**config.mk**
```make
export PLATFORM = sky130hd
export DESIGN_NAME = game_top
export DESIGN_NICKNAME = d
export VERILOG_FILES = /design/src/design/game_sprite_pkg.sv /design/src/design/game_screen_pkg.sv /design/src/design/game_top.sv /design/src/design/pixel_mixer.sv /design/src/design/game_sprite_display.sv /design/src/design/sprite_mover.sv /design/src/design/display_timing.sv
export SDC_FILE = /design/constraint.sdc
export NUM_CORES = 1
export LEC_CHECK = 0
export ABC_CLOCK_PERIOD_IN_PS = 5500
export BUFFER_PORTS_ARGS = -buffer_cell sky130_fd_sc_hd__buf_2
export CORE_ASPECT_RATIO = 0.6
export CORE_UTILIZATION = 40
export DETAILED_ROUTE_END_ITERATION = 16
export SYNTH_ARGS = -nofsm -noshare
export SYNTH_HDL_FRONTEND = slang
export SYNTH_SLANG_ARGS = --single-unit
export TNS_END_PERCENT = 20
```
**constraint.sdc**
```tcl
create_clock -name clk -period 5.5 [get_ports clk]
set_clock_uncertainty 0.15 [all_clocks]
set_input_delay 0.825 -clock clk [delete_from_list [all_inputs] [get_ports clk]]
set_output_delay 0.825 -clock clk [all_outputs]
set_load 0.02 [all_outputs]
```
**src/design/game_sprite_pkg.sv**
```systemverilog
package game_sprite_pkg;

    localparam int rgb_width  = 3;
    localparam int ergb_width = 1 + rgb_width;

    // One bit each for red, green and blue.
    typedef logic [rgb_width - 1:0] rgb_t;

    // Bitmap nibble: enable on top, then red, green, blue.
    typedef logic [ergb_width - 1:0] ergb_t;

    // Sprite mover FSM.
    typedef enum logic [1:0]
    {
        mover_idle,                        // Parked at the start position.
        mover_run,                         // Stepping once per frame.
        mover_frozen                       // Stopped by a collision.
    } mover_state_t;

endpackage

```
**src/design/game_screen_pkg.sv**
```systemverilog
package game_screen_pkg;

    // Coordinate widths of the raster counters.
    localparam int x_width = 10;
    localparam int y_width = 10;

    // Horizontal pixel position, counted from the left edge.
    typedef logic [x_width - 1:0] x_t;

    // Vertical pixel position, counted from the top line.
    typedef logic [y_width - 1:0] y_t;

endpackage
```
**src/design/game_top.sv**
```systemverilog
`timescale 1ns/10ps

module game_top
#(
    parameter int                    screen_width  = 64,
    parameter int                    screen_height = 48,
    parameter int                    h_total       = 80,
    parameter int                    v_total       = 56,
    parameter int                    sprite_width  = 8,
    parameter int                    sprite_height = 8,
    parameter game_sprite_pkg::rgb_t background    = 3'b001
)
(
    input  logic                  clk,
    input  logic                  reset,
    input  logic                  launch,
    output logic                  hsync,
    output logic                  vsync,
    output logic                  video_on,
    output game_sprite_pkg::rgb_t video_rgb,
    output logic                  collision
);

    localparam logic [31:0] cross_bar  = 32'h000cc000;  // Red cross, clear corners.
    localparam logic [31:0] cross_line = 32'hcccccccc;
    localparam logic [31:0] square     = 32'haaaaaaaa;  // Solid green.

    game_screen_pkg::x_t   pixel_x, sprite_0_x, sprite_1_x, right_0, right_1;
    game_screen_pkg::y_t   pixel_y, sprite_0_y, sprite_1_y, bottom_0, bottom_1;
    logic                  active, raw_hsync, raw_vsync, frame_start;
    logic                  within_0, within_1, rgb_en_0, rgb_en_1;
    game_sprite_pkg::rgb_t rgb_0, rgb_1;

    display_timing #(.screen_width(screen_width), .screen_height(screen_height),
                     .h_total(h_total), .v_total(v_total))
    timing_i (.clk(clk), .reset(reset), .pixel_x(pixel_x), .pixel_y(pixel_y),
              .active(active), .hsync(raw_hsync), .vsync(raw_vsync),
              .frame_start(frame_start));

    sprite_mover #(.screen_width(screen_width), .screen_height(screen_height),
                   .start_x(4), .start_y(4), .step_x(3), .step_y(2))
    mover_0_i (.clk(clk), .reset(reset), .frame_start(frame_start), .launch(launch),
               .collision(collision), .sprite_within_screen(within_0),
               .sprite_out_right(right_0), .sprite_out_bottom(bottom_0),
               .sprite_x(sprite_0_x), .sprite_y(sprite_0_y));

    sprite_mover #(.screen_width(screen_width), .screen_height(screen_height),
                   .start_x(48), .start_y(30), .step_x(2), .step_y(3))
    mover_1_i (.clk(clk), .reset(reset), .frame_start(frame_start), .launch(launch),
               .collision(collision), .sprite_within_screen(within_1),
               .sprite_out_right(right_1), .sprite_out_bottom(bottom_1),
               .sprite_x(sprite_1_x), .sprite_y(sprite_1_y));

    game_sprite_display #(.screen_width(screen_width), .screen_height(screen_height),
                          .sprite_width(sprite_width), .sprite_height(sprite_height),
                          .row_0(cross_bar), .row_1(cross_bar), .row_2(cross_bar),
                          .row_3(cross_line), .row_4(cross_line), .row_5(cross_bar),
                          .row_6(cross_bar), .row_7(cross_bar))
    sprite_0_i (.clk(clk), .reset(reset), .pixel_x(pixel_x), .pixel_y(pixel_y),
                .sprite_x(sprite_0_x), .sprite_y(sprite_0_y),
                .sprite_within_screen(within_0), .sprite_out_left(),
                .sprite_out_right(right_0), .sprite_out_top(),
                .sprite_out_bottom(bottom_0), .rgb_en(rgb_en_0), .rgb(rgb_0));

    game_sprite_display #(.screen_width(screen_width), .screen_height(screen_height),
                          .sprite_width(sprite_width), .sprite_height(sprite_height),
                          .row_0(square), .row_1(square), .row_2(square), .row_3(square),
                          .row_4(square), .row_5(square), .row_6(square), .row_7(square))
    sprite_1_i (.clk(clk), .reset(reset), .pixel_x(pixel_x), .pixel_y(pixel_y),
                .sprite_x(sprite_1_x), .sprite_y(sprite_1_y),
                .sprite_within_screen(within_1), .sprite_out_left(),
                .sprite_out_right(right_1), .sprite_out_top(),
                .sprite_out_bottom(bottom_1), .rgb_en(rgb_en_1), .rgb(rgb_1));

    pixel_mixer #(.background(background))
    mixer_i (.clk(clk), .reset(reset), .active(active), .hsync_in(raw_hsync),
             .vsync_in(raw_vsync), .rgb_en_0(rgb_en_0), .rgb_0(rgb_0),
             .rgb_en_1(rgb_en_1), .rgb_1(rgb_1), .video_on(video_on), .hsync(hsync),
             .vsync(vsync), .video_rgb(video_rgb), .collision(collision));

endmodule

```
**src/design/pixel_mixer.sv**
```systemverilog
`timescale 1ns/10ps

module pixel_mixer
#(
    parameter game_sprite_pkg::rgb_t background = 3'b001
)
(
    input  logic                  clk,
    input  logic                  reset,
    input  logic                  active,
    input  logic                  hsync_in,
    input  logic                  vsync_in,
    input  logic                  rgb_en_0,
    input  game_sprite_pkg::rgb_t rgb_0,
    input  logic                  rgb_en_1,
    input  game_sprite_pkg::rgb_t rgb_1,
    output logic                  video_on,
    output logic                  hsync,
    output logic                  vsync,
    output game_sprite_pkg::rgb_t video_rgb,
    output logic                  collision
);

    logic active_d;                        // Aligned with the renderer outputs.
    logic hsync_d;
    logic vsync_d;

    game_sprite_pkg::rgb_t mix;

    // Sprite 0 over sprite 1 over the background.
    always_comb
        if (!active_d)
            mix = '0;                      // Black in blanking.
        else if (rgb_en_0)
            mix = rgb_0;
        else if (rgb_en_1)
            mix = rgb_1;
        else
            mix = background;

    always_ff @(posedge clk or posedge reset)
        if (reset)
        begin
            active_d  <= 1'b0;
            hsync_d   <= 1'b0;
            vsync_d   <= 1'b0;
            video_on  <= 1'b0;
            hsync     <= 1'b0;
            vsync     <= 1'b0;
            video_rgb <= '0;
            collision <= 1'b0;
        end
        else
        begin
            active_d  <= active;
            hsync_d   <= hsync_in;
            vsync_d   <= vsync_in;
            video_on  <= active_d;
            hsync     <= hsync_d;
            vsync     <= vsync_d;
            video_rgb <= mix;
            collision <= rgb_en_0 && rgb_en_1 && active_d;
        end

endmodule

```
**src/design/game_sprite_display.sv**
```systemverilog
`timescale 1ns/10ps

module game_sprite_display
#(
    parameter int screen_width  = 64,
    parameter int screen_height = 48,
    parameter int sprite_width  = 8,
    parameter int sprite_height = 8,

    parameter logic [31:0] row_0 = 32'h000cc000,
    parameter logic [31:0] row_1 = 32'h000cc000,
    parameter logic [31:0] row_2 = 32'h000cc000,
    parameter logic [31:0] row_3 = 32'hcccccccc,
    parameter logic [31:0] row_4 = 32'hcccccccc,
    parameter logic [31:0] row_5 = 32'h000cc000,
    parameter logic [31:0] row_6 = 32'h000cc000,
    parameter logic [31:0] row_7 = 32'h000cc000
)
(
    input  logic                  clk,
    input  logic                  reset,
    input  game_screen_pkg::x_t   pixel_x,
    input  game_screen_pkg::y_t   pixel_y,
    input  game_screen_pkg::x_t   sprite_x,
    input  game_screen_pkg::y_t   sprite_y,
    output logic                  sprite_within_screen,
    output game_screen_pkg::x_t   sprite_out_left,
    output game_screen_pkg::x_t   sprite_out_right,
    output game_screen_pkg::y_t   sprite_out_top,
    output game_screen_pkg::y_t   sprite_out_bottom,
    output logic                  rgb_en,
    output game_sprite_pkg::rgb_t rgb
);

    localparam int xw         = game_screen_pkg::x_width;
    localparam int yw         = game_screen_pkg::y_width;
    localparam int ergb_width = game_sprite_pkg::ergb_width;

    localparam logic [xw:0] screen_w_1 = (xw + 1)'(screen_width - 1);
    localparam logic [yw:0] screen_h_1 = (yw + 1)'(screen_height - 1);
    localparam logic [xw:0] sprite_w_1 = (xw + 1)'(sprite_width - 1);
    localparam logic [yw:0] sprite_h_1 = (yw + 1)'(sprite_height - 1);

    // Sprite bounds; the top bit of each difference is the borrow.
    wire [xw:0] x_right     = {1'b0, sprite_x} + sprite_w_1;
    wire [xw:0] x_room      = screen_w_1 - x_right;
    wire        x_in_screen = !x_room[xw] && !x_right[xw];

    wire [yw:0] y_bottom    = {1'b0, sprite_y} + sprite_h_1;
    wire [yw:0] y_room      = screen_h_1 - y_bottom;
    wire        y_in_screen = !y_room[yw] && !y_bottom[yw];

    // Pixel against the sprite rectangle.
    wire [xw:0] x_offset    = {1'b0, pixel_x} - {1'b0, sprite_x};
    wire [xw:0] x_left_over = x_right - {1'b0, pixel_x};
    wire        x_hit       = !x_offset[xw] && !x_left_over[xw];

    wire [yw:0] y_offset    = {1'b0, pixel_y} - {1'b0, sprite_y};
    wire [yw:0] y_left_over = y_bottom - {1'b0, pixel_y};
    wire        y_hit       = !y_offset[yw] && !y_left_over[yw];

    wire [2:0] row_index    = y_offset[2:0];
    wire [2:0] column_index = x_offset[2:0];

    logic [sprite_width * ergb_width - 1:0] row;
    game_sprite_pkg::ergb_t                 ergb;

    always_comb
        case (row_index)
        3'd0: row = row_0;
        3'd1: row = row_1;
        3'd2: row = row_2;
        3'd3: row = row_3;
        3'd4: row = row_4;
        3'd5: row = row_5;
        3'd6: row = row_6;
        default: row = row_7;
        endcase

    // Leftmost column sits in the most significant nibble.
    assign ergb = row[(sprite_width - 1 - int'(column_index)) * ergb_width +: ergb_width];

    always_ff @(posedge clk or posedge reset)
        if (reset)
            rgb_en <= 1'b0;
        else
            rgb_en <= x_hit && y_hit && ergb[ergb_width - 1];

    always_ff @(posedge clk)
        rgb <= ergb[ergb_width - 2:0];

    always_ff @(posedge clk or posedge reset)
        if (reset)
        begin
            sprite_within_screen <= 1'b0;
            sprite_out_left      <= '0;
            sprite_out_right     <= '0;
            sprite_out_top       <= '0;
            sprite_out_bottom    <= '0;
        end
        else
        begin
            sprite_within_screen <= x_in_screen && y_in_screen;
            sprite_out_left      <= sprite_x;
            sprite_out_right     <= x_right[xw - 1:0];
            sprite_out_top       <= sprite_y;
            sprite_out_bottom    <= y_bottom[yw - 1:0];
        end

endmodule

```
**src/design/sprite_mover.sv**
```systemverilog
`timescale 1ns/10ps

module sprite_mover
#(
    parameter int screen_width  = 64,
    parameter int screen_height = 48,
    parameter int start_x       = 0,
    parameter int start_y       = 0,
    parameter int step_x        = 1,
    parameter int step_y        = 1
)
(
    input  logic                clk,
    input  logic                reset,
    input  logic                frame_start,
    input  logic                launch,
    input  logic                collision,
    input  logic                sprite_within_screen,
    input  game_screen_pkg::x_t sprite_out_right,
    input  game_screen_pkg::y_t sprite_out_bottom,
    output game_screen_pkg::x_t sprite_x,
    output game_screen_pkg::y_t sprite_y
);

    localparam int xw = game_screen_pkg::x_width;
    localparam int yw = game_screen_pkg::y_width;

    localparam logic [xw:0] x_max = (xw + 1)'(screen_width - 1);
    localparam logic [yw:0] y_max = (yw + 1)'(screen_height - 1);
    localparam logic [xw:0] dx    = (xw + 1)'(step_x);
    localparam logic [yw:0] dy    = (yw + 1)'(step_y);

    game_sprite_pkg::mover_state_t state;

    logic x_back;                          // Moving toward x = 0.
    logic y_back;                          // Moving toward y = 0.

    wire [xw:0] x_far_next  = {1'b0, sprite_out_right} + dx;
    wire [xw:0] x_near_next = {1'b0, sprite_x} - dx;      // Borrow means below 0.
    wire [yw:0] y_far_next  = {1'b0, sprite_out_bottom} + dy;
    wire [yw:0] y_near_next = {1'b0, sprite_y} - dy;

    wire x_bounce = x_back ? x_near_next[xw] : x_far_next > x_max;
    wire y_bounce = y_back ? y_near_next[yw] : y_far_next > y_max;

    // Direction actually taken this frame.
    wire x_dir = x_back ^ x_bounce;
    wire y_dir = y_back ^ y_bounce;

    always_ff @(posedge clk or posedge reset)
        if (reset)
        begin
            state    <= game_sprite_pkg::mover_idle;
            x_back   <= 1'b0;
            y_back   <= 1'b0;
            sprite_x <= game_screen_pkg::x_t'(start_x);
            sprite_y <= game_screen_pkg::y_t'(start_y);
        end
        else
            case (state)
            game_sprite_pkg::mover_idle:
                if (launch && sprite_within_screen)
                    state <= game_sprite_pkg::mover_run;
            game_sprite_pkg::mover_run:
                if (collision)
                    state <= game_sprite_pkg::mover_frozen;
                else if (frame_start)
                begin
                    x_back   <= x_dir;
                    y_back   <= y_dir;
                    sprite_x <= x_dir ? x_near_next[xw - 1:0] : sprite_x + dx[xw - 1:0];
                    sprite_y <= y_dir ? y_near_next[yw - 1:0] : sprite_y + dy[yw - 1:0];
                end
            game_sprite_pkg::mover_frozen:
                state <= game_sprite_pkg::mover_frozen;  // Only reset leaves.
            default:
                state <= game_sprite_pkg::mover_idle;
            endcase

endmodule

```
**src/design/display_timing.sv**
```systemverilog
`timescale 1ns/10ps

module display_timing
#(
    parameter int screen_width  = 64,
    parameter int screen_height = 48,
    parameter int h_total       = 80,
    parameter int v_total       = 56
)
(
    input  logic                clk,
    input  logic                reset,
    output game_screen_pkg::x_t pixel_x,
    output game_screen_pkg::y_t pixel_y,
    output logic                active,
    output logic                hsync,
    output logic                vsync,
    output logic                frame_start
);

    localparam game_screen_pkg::x_t h_last      = game_screen_pkg::x_t'(h_total - 1);
    localparam game_screen_pkg::y_t v_last      = game_screen_pkg::y_t'(v_total - 1);
    localparam game_screen_pkg::x_t x_visible   = game_screen_pkg::x_t'(screen_width);
    localparam game_screen_pkg::y_t y_visible   = game_screen_pkg::y_t'(screen_height);
    localparam game_screen_pkg::x_t hsync_first = game_screen_pkg::x_t'(screen_width + 4);
    localparam game_screen_pkg::x_t hsync_last  = game_screen_pkg::x_t'(screen_width + 11);
    localparam game_screen_pkg::y_t vsync_first = game_screen_pkg::y_t'(screen_height + 2);
    localparam game_screen_pkg::y_t vsync_last  = game_screen_pkg::y_t'(screen_height + 3);

    game_screen_pkg::x_t next_x;
    game_screen_pkg::y_t next_y;

    always_comb
    begin
        next_x = pixel_x + 1'b1;
        next_y = pixel_y;
        if (pixel_x == h_last)
        begin
            next_x = '0;
            next_y = (pixel_y == v_last) ? '0 : pixel_y + 1'b1;
        end
    end

    // Decodes use the next position so they line up with the counters.
    always_ff @(posedge clk or posedge reset)
        if (reset)
        begin
            pixel_x     <= h_last;         // First pixel after reset is (0, 0).
            pixel_y     <= v_last;
            active      <= 1'b0;
            hsync       <= 1'b0;
            vsync       <= 1'b0;
            frame_start <= 1'b0;
        end
        else
        begin
            pixel_x     <= next_x;
            pixel_y     <= next_y;
            active      <= next_x < x_visible && next_y < y_visible;
            hsync       <= next_x >= hsync_first && next_x <= hsync_last;
            vsync       <= next_y >= vsync_first && next_y <= vsync_last;
            frame_start <= next_x == '0 && next_y == y_visible;  // First blanking line.
        end

endmodule

```
Word-level counts from Yosys, hierarchy flattened. Cells that the tools add are included.

Shift operators: 2. $add $sub $neg: 32. Bitwise operators: 5. Equal/unequal tests: 13. Multiplexer cells: 20. $lt $le $gt $ge: 10. Reduce and logical (&&, ||, !) cells: 46.

Operators by type and width (count): 10-bit 2-to-1 mux (7); 10-bit by 2-bit adder with 11-bit output (second input constant) (4); 10-bit by 3-bit adder with 11-bit output (second input constant) (4); 11-bit by 6-bit > comparator with 1-bit output (second input constant) (4); 10-bit by 10-bit subtractor with 11-bit output (4); 10-bit by 2-bit subtractor with 11-bit output (second input constant) (4); 11-bit by 10-bit subtractor with 11-bit output (4); 6-bit by 11-bit subtractor with 11-bit output (first input constant) (4); 10-bit by 2-bit adder with 10-bit output (second input constant) (4); 32-bit 2-to-1 mux (1); 32-bit by 32-bit variable part select with 4-bit output (1); 32-bit by 32-bit variable part select with 4-bit output (first input constant) (1); 1-bit logical AND (22); 10-bit by 1-bit adder with 10-bit output (second input constant) (2); 10-bit by 6-bit == test with 1-bit output (second input constant) (2); 1-bit zero test (16); 2-bit case mux with 3 select lines (2); 10-bit by 7-bit == test with 1-bit output (second input constant) (1); 10-bit by 6-bit greater-or-equal comparator with 1-bit output (second input constant) (1); 10-bit by 7-bit greater-or-equal comparator with 1-bit output (second input constant) (1); 10-bit by 6-bit <= comparator with 1-bit output (second input constant) (1); 10-bit by 7-bit <= comparator with 1-bit output (second input constant) (1); 10-bit zero test (1); 10-bit by 6-bit less-than comparator with 1-bit output (second input constant) (1); 16 further kinds (35).

Output and inout port bits: 7. Bits of input ports: 3. Logic and storage cells: 162. Register bits: 132.

Logic depth before layout (Yosys ltp). Gate-level depths: netlist of run 1.

Word-level depth: 6. Mapped depth: 14.

Modules after synthesis. A second synthesis of run 1 with hierarchy kept.

Cell total of the unflattened synthesis: 1059. Area total of the unflattened synthesis: 10425.0 sq um.

By module, submodules not included: game_sprite_display at sprite_0_i (cells an instance 231, area each 2452.4 sq um, times used 1, sequential area each 1071.0 sq um); game_sprite_display at sprite_1_i (cells an instance 223, area each 2351.0 sq um, times used 1, sequential area each 1051.0 sq um); sprite_mover at mover_1_i (cells an instance 228, area each 1929.4 sq um, times used 1, sequential area each 583.1 sq um); sprite_mover at mover_0_i (cells an instance 193, area each 1798.0 sq um, times used 1, sequential area each 578.1 sq um); display_timing (cells an instance 163, area each 1577.8 sq um, times used 1, sequential area each 613.1 sq um); pixel_mixer (cells an instance 21, area each 316.6 sq um, times used 1, sequential area each 250.2 sq um).

Worst setup path before layout of run 1. No wires, ideal clock.

Path kind: register to register. Start: register mover_1_i.sprite_y[1]. End: register sprite_1_i.rgb_en. Slack: 2.365 ns. Setup time: 0.101 ns. Arrival time: 2.884 ns. Cell stages (with the launch flop): 15. Clock period less this slack: 3.135 ns. Data required time: 5.249 ns. Cell sequence: dfstp_2 inv_1 ha_1 a21o_1 nor3_1 nand2_1 xnor2_1 ha_1 nand4_1 nor2_1 o21ai_0 a21oi_1 a2111oi_0 xnor2_1 nor4_1.

Longest elaborated chain between the ends: 6. Elaborated cells between the ends (all ways): 8. Classes of those cells: add/sub (3); reduce/logical (5).

RTL lines: from (decl) (RTL line sprite_mover.sv:22) `output game_screen_pkg::y_t sprite_y`; from (signal assigned) (RTL line sprite_mover.sv:57) `sprite_y <= game_screen_pkg::y_t'(start_y);`; from (signal assigned) (RTL line sprite_mover.sv:72) `sprite_y <= y_dir ? y_near_next[yw - 1:0] : sprite_y + dy[yw - 1:0];`; 10-bit by 3-bit adder with 11-bit output (RTL line game_sprite_display.sv:49) `wire [yw:0] y_bottom = {1'b0, sprite_y} + sprite_h_1;`; named net sprite_1_i.y_bottom[8] (RTL line game_sprite_display.sv:49); 11-bit by 10-bit subtractor with 11-bit output (RTL line game_sprite_display.sv:59) `wire [yw:0] y_left_over = y_bottom - {1'b0, pixel_y};`; 1-bit zero test (RTL line game_sprite_display.sv:60) `wire y_hit = !y_offset[yw] && !y_left_over[yw];`; 1-bit logical AND (RTL line game_sprite_display.sv:60); 1-bit logical AND (2 in a row) (RTL line game_sprite_display.sv:87) `rgb_en <= x_hit && y_hit && ergb[ergb_width - 1];`; to (signal assigned) (RTL line game_sprite_display.sv:87); to (decl) (RTL line game_sprite_display.sv:31) `output logic rgb_en,`.

The timed path passes the listed nets, and every way through them passes these cells. A chain may end at the register's enable or synchronous reset.

Worst setup path after layout of run 1. Ends and elaborated chain as after synthesis.

==> results of run 1 <==
## flip-flops by register name (all words and copies together), names as in the netlist, 2 cells and up
name	cells
mover_1_i.sprite_y	10
mixer_i.video_rgb	3
mover_0_i.state	2
mover_0_i.sprite_y	9
sprite_0_i.sprite_out_right	10
sprite_1_i.sprite_out_bottom	10
timing_i.pixel_y	10
mover_1_i.state	2
sprite_1_i.sprite_out_right	10
sprite_0_i.sprite_out_bottom	9
mover_1_i.sprite_x	9
timing_i.pixel_x	10
mover_0_i.sprite_x	10
## area by class of cell
cell class              instances  area (um^2)
multi-input cells             657         4767
well taps                     273        341.6
clock buffers                  21        470.5
inverters                      84        317.8
repair buffers                 13        75.07
fillers                      1880        10890
flip-flops and latches        124         3120
clock inverters                11        188.9
## metrics by stage
| stage | instances | setup WS (ns) | utilization (%) | instance area (um^2) | total power (W) |
|---|---|---|---|---|---|
| final | 1183 | 2.001 | 46.02 | 9281 | 0.002292 |
| after global placement | 1151 | 2.110 | 42.75 | 8622 | 0.001045 |
| after floorplan | 884 | 1.284 | - | 8284 | 0.001022 |
| after global routing | 1183 | 1.643 | 46.02 | 9281 | 0.002388 |
| after detailed placement | 1151 | 2.033 | 42.75 | 8622 | 0.001049 |
| after CTS | 1183 | 2.002 | 46.02 | 9281 | 0.002321 |
## cell usage in the layout, fill, tap and decap left out, types with 6 or more instances in the layout
cell type,instances
nor2b_1,11
nor2_1,58
xnor2_1,84
a211oi_1,6
nand2b_1,8
nand2_1,61
or3_1,11
xor2_1,6
dfstp_2,18
nor3_1,39
ha_1,97
clkbuf_16,17
o21a_1,11
a21o_1,11
inv_1,81
buf_2,9
a31oi_1,7
dfrtp_1,105
nor4_1,18
a21oi_1,26
nor4b_1,6
nand3_1,24
o21ai_0,40
o211ai_1,13
mux2i_1,14
nand4_1,20
or4_1,8
and3_1,11
## cell families (layout without fill, tap and decap cells)
logic type               after synthesis  after routing  share of synthesized area (%)
AO/OA/AOI/OAI                        150            150                          12.05
XOR/XNOR                              90             90                          9.515
adder cells (fa/ha/maj)               99             99                          15.01
buffers and inverters                103            129                          4.788
flip-flops                           124            124                          37.67
multiplexers                          16             16                          1.963
other                                  1              1                        0.04527
AND/OR/NAND/NOR                      301            301                          18.96
## layer usage
metal | track usage [%] | up-vias | part of all wire, % | routed length (um)
met5 | 0 | - | 0 | 0
met4 | 5.041 | 0 | 1.0 | 200
met3 | 4.092 | 19 | 6.1 | 1188
met2 | 24.25 | 177 | 36 | 7136
met1 | 33.49 | 2931 | 56 | 11040
li1 | - | 3156 | - | -
## power groups by stage
| stage | clock, W | combinational, W | sequential [W] |
|---|---|---|---|
| global route | 0.00133 | 0.000117 | 0.000936 |
| floorplan | 0 | 0.0000730 | 0.000949 |
| global placement | 0 | 0.0000932 | 0.000952 |
| detailed placement | 0 | 0.0000967 | 0.000952 |
| CTS | 0.00129 | 0.0000980 | 0.000936 |
| finish | 0.00126 | 0.0000946 | 0.000936 |
## final timing paths
check / slack (ns) / endpoint / from / depth (start not counted)
setup / recovery: 2.00 / sprite_1_i.rgb_en / mover_1_i.sprite_y[1] / 14
hold / removal: 0.20 / mixer_i.hsync / mixer_i.hsync_d / 0
setup reg to reg: 2.00 / sprite_1_i.rgb_en / mover_1_i.sprite_y[1] / 14
hold reg to reg: 0.20 / mixer_i.hsync / mixer_i.hsync_d / 0
max in group asynchronous: 3.52 / mover_0_i.sprite_x[0] / reset / 3
min in group asynchronous: 0.49 / mover_1_i.state[1] / reset / 2
==> flow_summary.json, run 1 <==
{
  "outcome": "finished clean",
  "die_h_um": 113.5,
  "cts_max_level": 4,
  "cts_tree": "done",
  "synth.most_common_cell": "dfrtp_1",
  "synth_area_um2": 8284,
  "io_buffers": 9,
  "layout-drive-gt1-share_pct": 7.912,
  "clock-root-buffer": "clkbuf_16",
  "fin_setup_tns_ns": 0,
  "grt_max_degree": 83,
  "detail-route-antenna-nets": 0,
  "ys.flop_type": "dfrtp_1",
  "crit_type": "reg2reg",
  "cts_setup_buffers": 0,
  "vias_per_cell": 5.311,
  "cts_buffer_depth": 2,
  "fmax_ghz": 0.2858,
  "max_cap_violations": 0,
  "switching_share_pct": 21.57,
  "leakage_nw": 4.000,
  "synth_top_area_share_pct": 31.72,
  "gp_congestion": 0.8731,
  "synth-seq-area-share_pct": 37.67,
  "maxSlewViolCount": 0,
  "cp_max_fo": 6,
  "ctsResizeCount": 0,
  "clk_pin_slew_worst_paths_ns": 0.06,
  "num_vias": 6283,
  "power_frac_seq_pct": 40.8,
  "grt_pass1_wl_mm": 32.89,
  "period_needed_ns": 3.499,
  "fin_hold_ws_ns": 0.1967,
  "yosysTopAreaCell": "dfrtp_1",
  "holdBufCountCts": 0,
  "core_area_um2": 20170,
  "grt-ovfl-total": 0,
  "hp-class": "reg2reg",
  "finalSetupViolCount": 0,
  "hpwl_mm": 15.06,
  "crit_buf_inv": 1,
  "synthTopCellsByCount": "105 x dfrtp_1, 97 x ha_1, 84 x xnor2_1",
  "path_cells": "inv_1, ha_1, a21o_1, nor3_1, nand2_1, xnor2_1, ha_1, nand4_1, nor2_1, o21ai_0, a21oi_1, a2111oi_0, xnor2_1, nor4_1",
  "yosys_warnings": 0,
  "cp.required_ns": 5.66,
  "syn-num-nets": 985,
  "internal-power_w": 0.001798,
  "wl_per_cell_um": 16.54,
  "drtPass1Iterations": 5,
  "p_clk_share_pct": 55.0,
  "clock_latency_ns": 0.42,
  "synth_cell_type_count": 70,
  "power_density_nw_per_um2": 247.0,
  "grt_util_all_layers_pct": 19.86,
  "drc": 0,
  "comb_power_share_pct": 4.1,
  "antenna_cells": 0,
  "placementRows": 40,
  "dieWidth_um": 187.8,
  "numClockSinks": 124,
  "fin_crit_sh_pct": 63.62,
  "yosys-top-cells-area": "dfrtp_1 32%, ha_1 15%, xnor2_1 8.9%, dfstp_2 5.7%, inv_1 3.7%",
  "worstPathArrival_ns": 3.66,
  "synth-seq-cells": 124,
  "cts_buffers": 17,
  "async_flop_share_pct": 99.19,
  "finalHoldViolations": 0,
  "startpoint_type": "flop",
  "tightest_slew_ns": 1.008,
  "syn_to_final_growth_pct": 12.04,
  "grt_pass1_vias": 5897,
  "top_level_ports": 10,
  "power_switching_w": 0.0004944,
  "path_delay_family": "simple AND/OR/NAND/NOR gates",
  "antenna_found_initial": 0,
  "nets": 998,
  "rsz0062_at_grt": "no",
  "cpPeakStageDelay_ns": 0.57,
  "die-area_um2": 21310,
  "syn_area_per_cell_um2": 9.371,
  "slowest_stage": "dfstp_2",
  "wl_mm": 19.57,
  "start_util_pct": 41.07,
  "first_iter_violations": 455,
  "ir_drop_v": 0.0002202,
  "synth_cells": 884,
  "slew_headroom_pct": 32.83,
  "synth_edf_count": 0,
  "endpoint_kind": "flop"
}
Note: power is estimated with default switching activity, not from simulation.
==> run 2, diff against run 1 <==
- ABC_AREA: not set -> 1
- ABC_CLOCK_PERIOD_IN_PS: 5500 -> 2800
- clock period: 5.5 -> 2.8 ns (I/O delays scaled with it)
==> run 2 against run 1 <==
Routed wire length increased by 25%. Utilization grew 1.4 points. Critical path depth fell by 1. Area after synthesis increased by 12%.
==> flow_summary.json, run 2 <==
{
  "outcome": "finished clean",
  "grt_pass1_vias": 7328,
  "startpoint_type": "flop",
  "synthAdderAreaFrac_pct": 13.32,
  "fin_crit_sh_pct": 94.79,
  "maxSlewViolCount": 0,
  "syn_to_final_growth_pct": 14.74,
  "ir_drop_v": 0.0004175,
  "synth-seq-area-share_pct": 33.70,
  "rsz0062_at_grt": "yes",
  "nets": 1360,
  "clk_pin_slew_worst_paths_ns": 0.06,
  "grt_use_met3_pct": 5.284,
  "placementRows": 42,
  "crit_type": "reg2reg",
  "yosysTopAreaCell": "dfrtp_1",
  "busiest_layer": "met1",
  "n_fill_cell": 2233,
  "drtPass1Iterations": 5,
  "mostFrequentLayoutCell": "nand2_1",
  "start_util_pct": 41.36,
  "hpwl_mm": 19.00,
  "path_cells": "nand2_1, nor3_2, nand2_1, xor2_2, inv_1, ha_1, nand2_1, nor2_1, o211ai_1, o2111ai_1, or2_2, nand3_1, nor2_1",
  "synthSimpleGateAreaFrac_pct": 29.58,
  "slew_headroom_pct": 57.64,
  "grt-ovfl-total": 0,
  "finalHoldViolations": 0,
  "period_needed_ns": 2.654,
  "async_flop_share_pct": 99.19,
  "cts_buffers": 17,
  "finalSetupViolCount": 0,
  "grt_util_met1_pct": 36.07,
  "max_cap_violations": 0,
  "synth_compound_area_share_pct": 7.257,
  "place_inst": 1544,
  "top_level_ports": 10,
  "io_buffers": 9,
  "synth-seq-cells": 124,
  "synth.most_common_cell": "nand2_1",
  "layout-drive-gt1-share_pct": 13.13,
  "first_iter_violations": 642,
  "worstPathArrival_ns": 2.83,
  "stdcell_count": 1580,
  "drc": 0,
  "cpPeakStageDelay_ns": 0.58,
  "power_density_nw_per_um2": 408.0,
  "synth_xor_area_share_pct": 8.797,
  "synth_mux_area_share_pct": 0,
  "synth_cells": 1207,
  "antenna_cells": 0,
  "yosys_warnings": 0,
  "dieWidth_um": 198.4,
  "antenna_found_initial": 0,
  "cp_max_fo": 5,
  "tightest_slew_ns": 0.6297,
  "met2_usage_pct": 27.57,
  "fmax_ghz": 0.3768,
  "cts_buffer_depth": 2,
  "final_cell_mix": "321 x nand2_1, 136 x inv_1, 104 x dfrtp_1, 96 x ha_1, 89 x nor2_1",
  "wl_mm": 24.44,
  "die_h_um": 119.9,
  "path_delay_family": "simple AND/OR/NAND/NOR gates",
  "cp_common_cell": "nand2_1",
  "synthTopCellsByCount": "322 x nand2_1, 139 x inv_1, 105 x dfrtp_1",
  "detail-route-antenna-nets": 0,
  "core_area_um2": 22390,
  "ys.flop_type": "dfrtp_1",
  "endpoint_kind": "flop",
  "synth_top_area_share_pct": 28.38,
  "yosys-top-cells-area": "dfrtp_1 28%, ha_1 13%, nand2_1 13%, xor2_1 8.6%, inv_1 5.6%",
  "syn-num-nets": 1308,
  "cp.required_ns": 2.98,
  "slowest_stage": "dfstp_2",
  "grt_util_all_layers_pct": 21.91,
  "cts_max_level": 4,
  "clock-root-buffer": "clkbuf_16",
  "synth_top_family_by_area": "simple AND/OR/NAND/NOR gates",
  "vias_per_cell": 5.060,
  "numClockSinks": 124,
  "die-area_um2": 23780,
  "synth_cell_type_count": 47,
  "synth_area_um2": 9259,
  "cts_tree": "done",
  "clock_latency_ns": 0.44,
  "leakage_nw": 5.437,
  "synth_edf_count": 0,
  "fin_setup_tns_ns": 0,
  "wl_per_cell_um": 15.47,
  "crit_buf_inv": 1,
  "hp-class": "reg2reg",
  "gp_congestion": 0.9097,
  "grt_max_degree": 49,
  "num_vias": 7995,
  "syn_area_per_cell_um2": 7.671,
  "grt_pass1_wl_mm": 39.99
}
run 2: cell count changes after synthesis, sizes merged, moves of 17 or more:
cell	before	now
nand2	61	332
xor2	6	91
xnor2	84	2
inv	83	149
nand3	24	88
nor2	58	103
a21oi	26	43
run 2: area by class of cell:
type | count | area [um^2] | share of cell area [%]
Multi-Input combinational cell | 912 | 5552 | 52.26
Sequential cell | 124 | 3122 | 29.38
Inverter | 153 | 578.1 | 5.441
Clock buffer | 24 | 481.7 | 4.534
Timing Repair Buffer | 51 | 387.9 | 3.651
Tap cell | 308 | 385.4 | 3.627
Clock inverter | 8 | 117.6 | 1.107
run 2: cell families after synthesis:
kind of cell,count (synthesis)
buffers and inverters,171
xor gates and xnor gates,93
and+or+nand+nor,604
DFF,124
other,1
AOI/OAI and AO/OA,116
adders and majority gates,98
run 2: path summary, 6_finish.rpt:
kind	start	endpoint	slack, ns	cells after the start
worst max-delay path	mover_1_i.sprite_x[5]	sprite_1_i.rgb_en	0.15	13
worst min-delay path	timing_i.active	mixer_i.active_d	0.20	0
worst max register to register	mover_1_i.sprite_x[5]	sprite_1_i.rgb_en	0.15	13
worst min register to register	timing_i.active	mixer_i.active_d	0.20	0
max in group asynchronous	reset	mover_1_i.sprite_x[4]	1.33	4
min in group asynchronous	reset	mixer_i.hsync	0.45	3
run 2: power breakdown:
part	leakage [nW]	total, W	internal [W]	switching [W]
clock	0.294	0.00229	0.00146	0.000829
sequential	1.55	0.00184	0.00183	0.0000134
combinational	3.59	0.000202	0.0000651	0.000137
run 2: metal layers:
metal	vias to the layer above	routed length, um
li1	4022	-
met1	3778	13770
met2	178	9000
met3	17	1455
met4	0	210
met5	-	0
run 2: stage by stage:
| stage | hold WS (ns) | utilization (%) | area [um^2] | setup slack [ns] | power, W |
|---|---|---|---|---|---|
| after floorplan | 0.1812 | - | 9263 | 0.3267 | 0.002020 |
| after CTS | 0.2004 | 46.98 | 10520 | 0.06231 | 0.004385 |
| after global routing | 0.2092 | 47.46 | 10620 | -0.01939 | 0.004510 |
| after detailed placement | 0.1879 | 44.25 | 9907 | 0.1016 | 0.002078 |
| after global placement | 0.1824 | 44.25 | 9907 | 0.1134 | 0.002068 |
| final | 0.1977 | 47.46 | 10620 | 0.1460 | 0.004335 |
run 2: repair_timing:
action,in CTS,in global routing
buffers inserted,0,3
hold buffers,1,0
resized for setup,0,20
endpoints found under the setup margin,0,2
hold endpoints to repair,18,0
==> run 3, diff against run 2 <==
- SYNTH_HIERARCHICAL: not set -> 1
==> run 3 against run 2 <==
Total power rose by 2.3%. Via count rose by 15%. Sequential cell count is 1 higher. Routed wire length rose by 5.4%. Worst hold slack about the same. Utilization down 2.0 points. Register-to-register slack improved by 0.09 ns. Largest power group unchanged.
==> flow_summary.json, run 3 <==
{
  "layout-drive-gt1-share_pct": 10.66,
  "cp_common_cell": "nand2_1",
  "io_buffers": 9,
  "clk_pin_slew_worst_paths_ns": 0.06,
  "hpwl_mm": 19.67,
  "clock_latency_ns": 0.43,
  "die_h_um": 127.7,
  "worstHoldEndpoint": "mixer_i/hsync_d",
  "first_iter_violations": 653,
  "cts_buffer_depth": 2,
  "gp_congestion": 0.8673,
  "grt_max_degree": 24,
  "internal-power_w": 0.003333,
  "endpoint_kind": "flop",
  "antenna_found_initial": 0,
  "fmax_ghz": 0.3893,
  "nets": 1653,
  "path_cells": "inv_1, ha_1, a21oi_4, nand2_1, nand2_1, nand2_2, ha_1, nand2_1, nor2_1, nand3_1, nand3_1, nand2_1, nand3_1, nor2_1",
  "maxSlewViolCount": 0,
  "cp.required_ns": 2.97,
  "yosys_warnings": 6,
  "worstHoldStart": "timing_i/hsync",
  "r2r_start": "mover_0_i/sprite_x[0]",
  "p_clk_share_pct": 51.9,
  "max_cap_violations": 0,
  "comb_power_share_pct": 6.1,
  "min_delay_path_depth": 0,
  "grt-ovfl-total": 0,
  "power_density_nw_per_um2": 381.5,
  "numClockSinks": 125,
  "dp_worst_setup_slack_ns": 0.3038,
  "syn_to_final_growth_pct": 10.30,
  "path_delay_family": "simple AND/OR/NAND/NOR gates",
  "vias_per_cell": 4.810,
  "ir_drop_v": 0.0002844,
  "period_needed_ns": 2.569,
  "fin_setup_tns_ns": 0,
  "top_level_ports": 10,
  "startpoint_type": "flop",
  "finalHoldViolations": 0,
  "detail-route-antenna-nets": 0,
  "grt_pass1_wl_mm": 42.84,
  "finalSetupViolCount": 0,
  "crit_buf_inv": 1,
  "cts_tree": "done",
  "slew_headroom_pct": 37.44,
  "core_area_um2": 25560,
  "worstPathArrival_ns": 2.74,
  "final_cell_mix": "475 x nand2_1, 248 x inv_1, 137 x nand3_1, 120 x nor2_1, 106 x dfrtp_1",
  "power_frac_seq_pct": 42.0,
  "tightest_slew_ns": 0.9374,
  "drc": 0,
  "switching_share_pct": 24.87,
  "synth_cells": 1516,
  "hp-class": "reg2reg",
  "crit_type": "reg2reg",
  "mostFrequentLayoutCell": "nand2_1",
  "drtPass1Iterations": 5,
  "leakage_nw": 6.150,
  "cts_buffers": 17,
  "placementRows": 45,
  "die-area_um2": 27030,
  "antenna_cells": 0,
  "num_vias": 9182,
  "n_fill_cell": 2591,
  "grt_util_all_layers_pct": 20.11,
  "r2r-end": "sprite_0_i/rgb_en",
  "wl_mm": 25.77,
  "ctsResizeCount": 0,
  "start_util_pct": 41.23,
  "wl_per_cell_um": 13.50,
  "outcome": "finished clean",
  "rsz0062_at_grt": "no",
  "cp_max_fo": 7,
  "synth_area_um2": 10540,
  "timing.final.ws_setup_ns": 0.2312,
  "cts_max_level": 4,
  "fin_crit_sh_pct": 91.74,
  "grt_pass1_vias": 8381,
  "cpPeakStageDelay_ns": 0.48,
  "dieWidth_um": 211.6,
  "power_switching_w": 0.001103,
  "reg2reg_depth": 14,
  "slowest_stage": "dfrtp_1",
  "r2r_slack_ns": 0.23,
  "clock-root-buffer": "clkbuf_16",
  "syn_area_per_cell_um2": 6.953
}
[run 3: area by class of cell]
class | count | area (um^2) | area share [%]
flip-flops and latches | 125 | 3146 | 27.06
clock buffers | 18 | 429.2 | 3.691
multi-input cells | 1102 | 6235 | 53.63
clock inverters | 14 | 167.7 | 1.442
repair buffers | 29 | 197.7 | 1.700
inverters | 269 | 1011 | 8.696
well taps | 352 | 440.4 | 3.788
[run 3: worst max-delay path by stage]
stage / start / endpoint / slack [ns] / cells after the start
5_1_grt: mover_0_i/sprite_x[0] / sprite_0_i/rgb_en / 0.02 / 16
3_3_place_gp: mover_0_i/sprite_x[0] / sprite_0_i/rgb_en / 0.37 / 16
2_1_floorplan: mover_1_i/sprite_y[1] / sprite_1_i/rgb_en / 0.59 / 14
6_report: mover_0_i/sprite_x[0] / sprite_0_i/rgb_en / 0.23 / 14
4_1_cts: mover_0_i/sprite_x[0] / sprite_0_i/rgb_en / 0.26 / 14
3_5_place_dp: mover_0_i/sprite_x[0] / sprite_0_i/rgb_en / 0.30 / 14
[run 3: metrics by stage]
step / cells / total power, W / cell area [um^2] / hold slack, ns / utilization [%]
2_1_floorplan: 1518 / 0.002101 / 10550 / 0.1102 / -
3_3_place_gp: 1876 / 0.002155 / 11020 / 0.1864 / 43.11
3_5_place_dp: 1876 / 0.002166 / 11020 / 0.1879 / 43.11
4_1_cts: 1909 / 0.004494 / 11630 / 0.2007 / 45.48
5_1_grt: 1909 / 0.004614 / 11630 / 0.2111 / 45.48
6_report: 1909 / 0.004436 / 11630 / 0.1977 / 45.48
[run 3: repair_timing]
item,CTS,global route
hold endpoints to repair,70,0
hold buffers,1,0
setup buffers,0,0
setup endpoints to repair,0,0
[run 3: metal layers]
layer	global-route usage, %	part of all wire (%)	vias up
met1	32.07	56	4206
met5	0	0	-
met3	3.650	5.4	13
met4	4.177	0.70	0
li1	-	-	4749
met2	27.42	38	214
[run 3: power groups by stage]
stage	combinational, W	clock, W	sequential, W
6_report	0.000272	0.00230	0.00186
5_1_grt	0.000326	0.00242	0.00187
4_1_cts	0.000274	0.00236	0.00186
3_5_place_dp	0.000271	0	0.00190
3_3_place_gp	0.000259	0	0.00190
2_1_floorplan	0.000210	0	0.00189
[run 3: worst register-to-register path, delay by kind of cell (launching register included)]
| kind | cells | cell delay [ns] |
|---|---|---|
| buffers and inverters | 1 | 0.14 |
| flip-flops | 1 | 0.48 |
| adder cells (fa/ha/maj) | 2 | 0.58 |
| AO/OA/AOI/OAI | 1 | 0.23 |
| AND/OR/NAND/NOR | 10 | 0.89 |
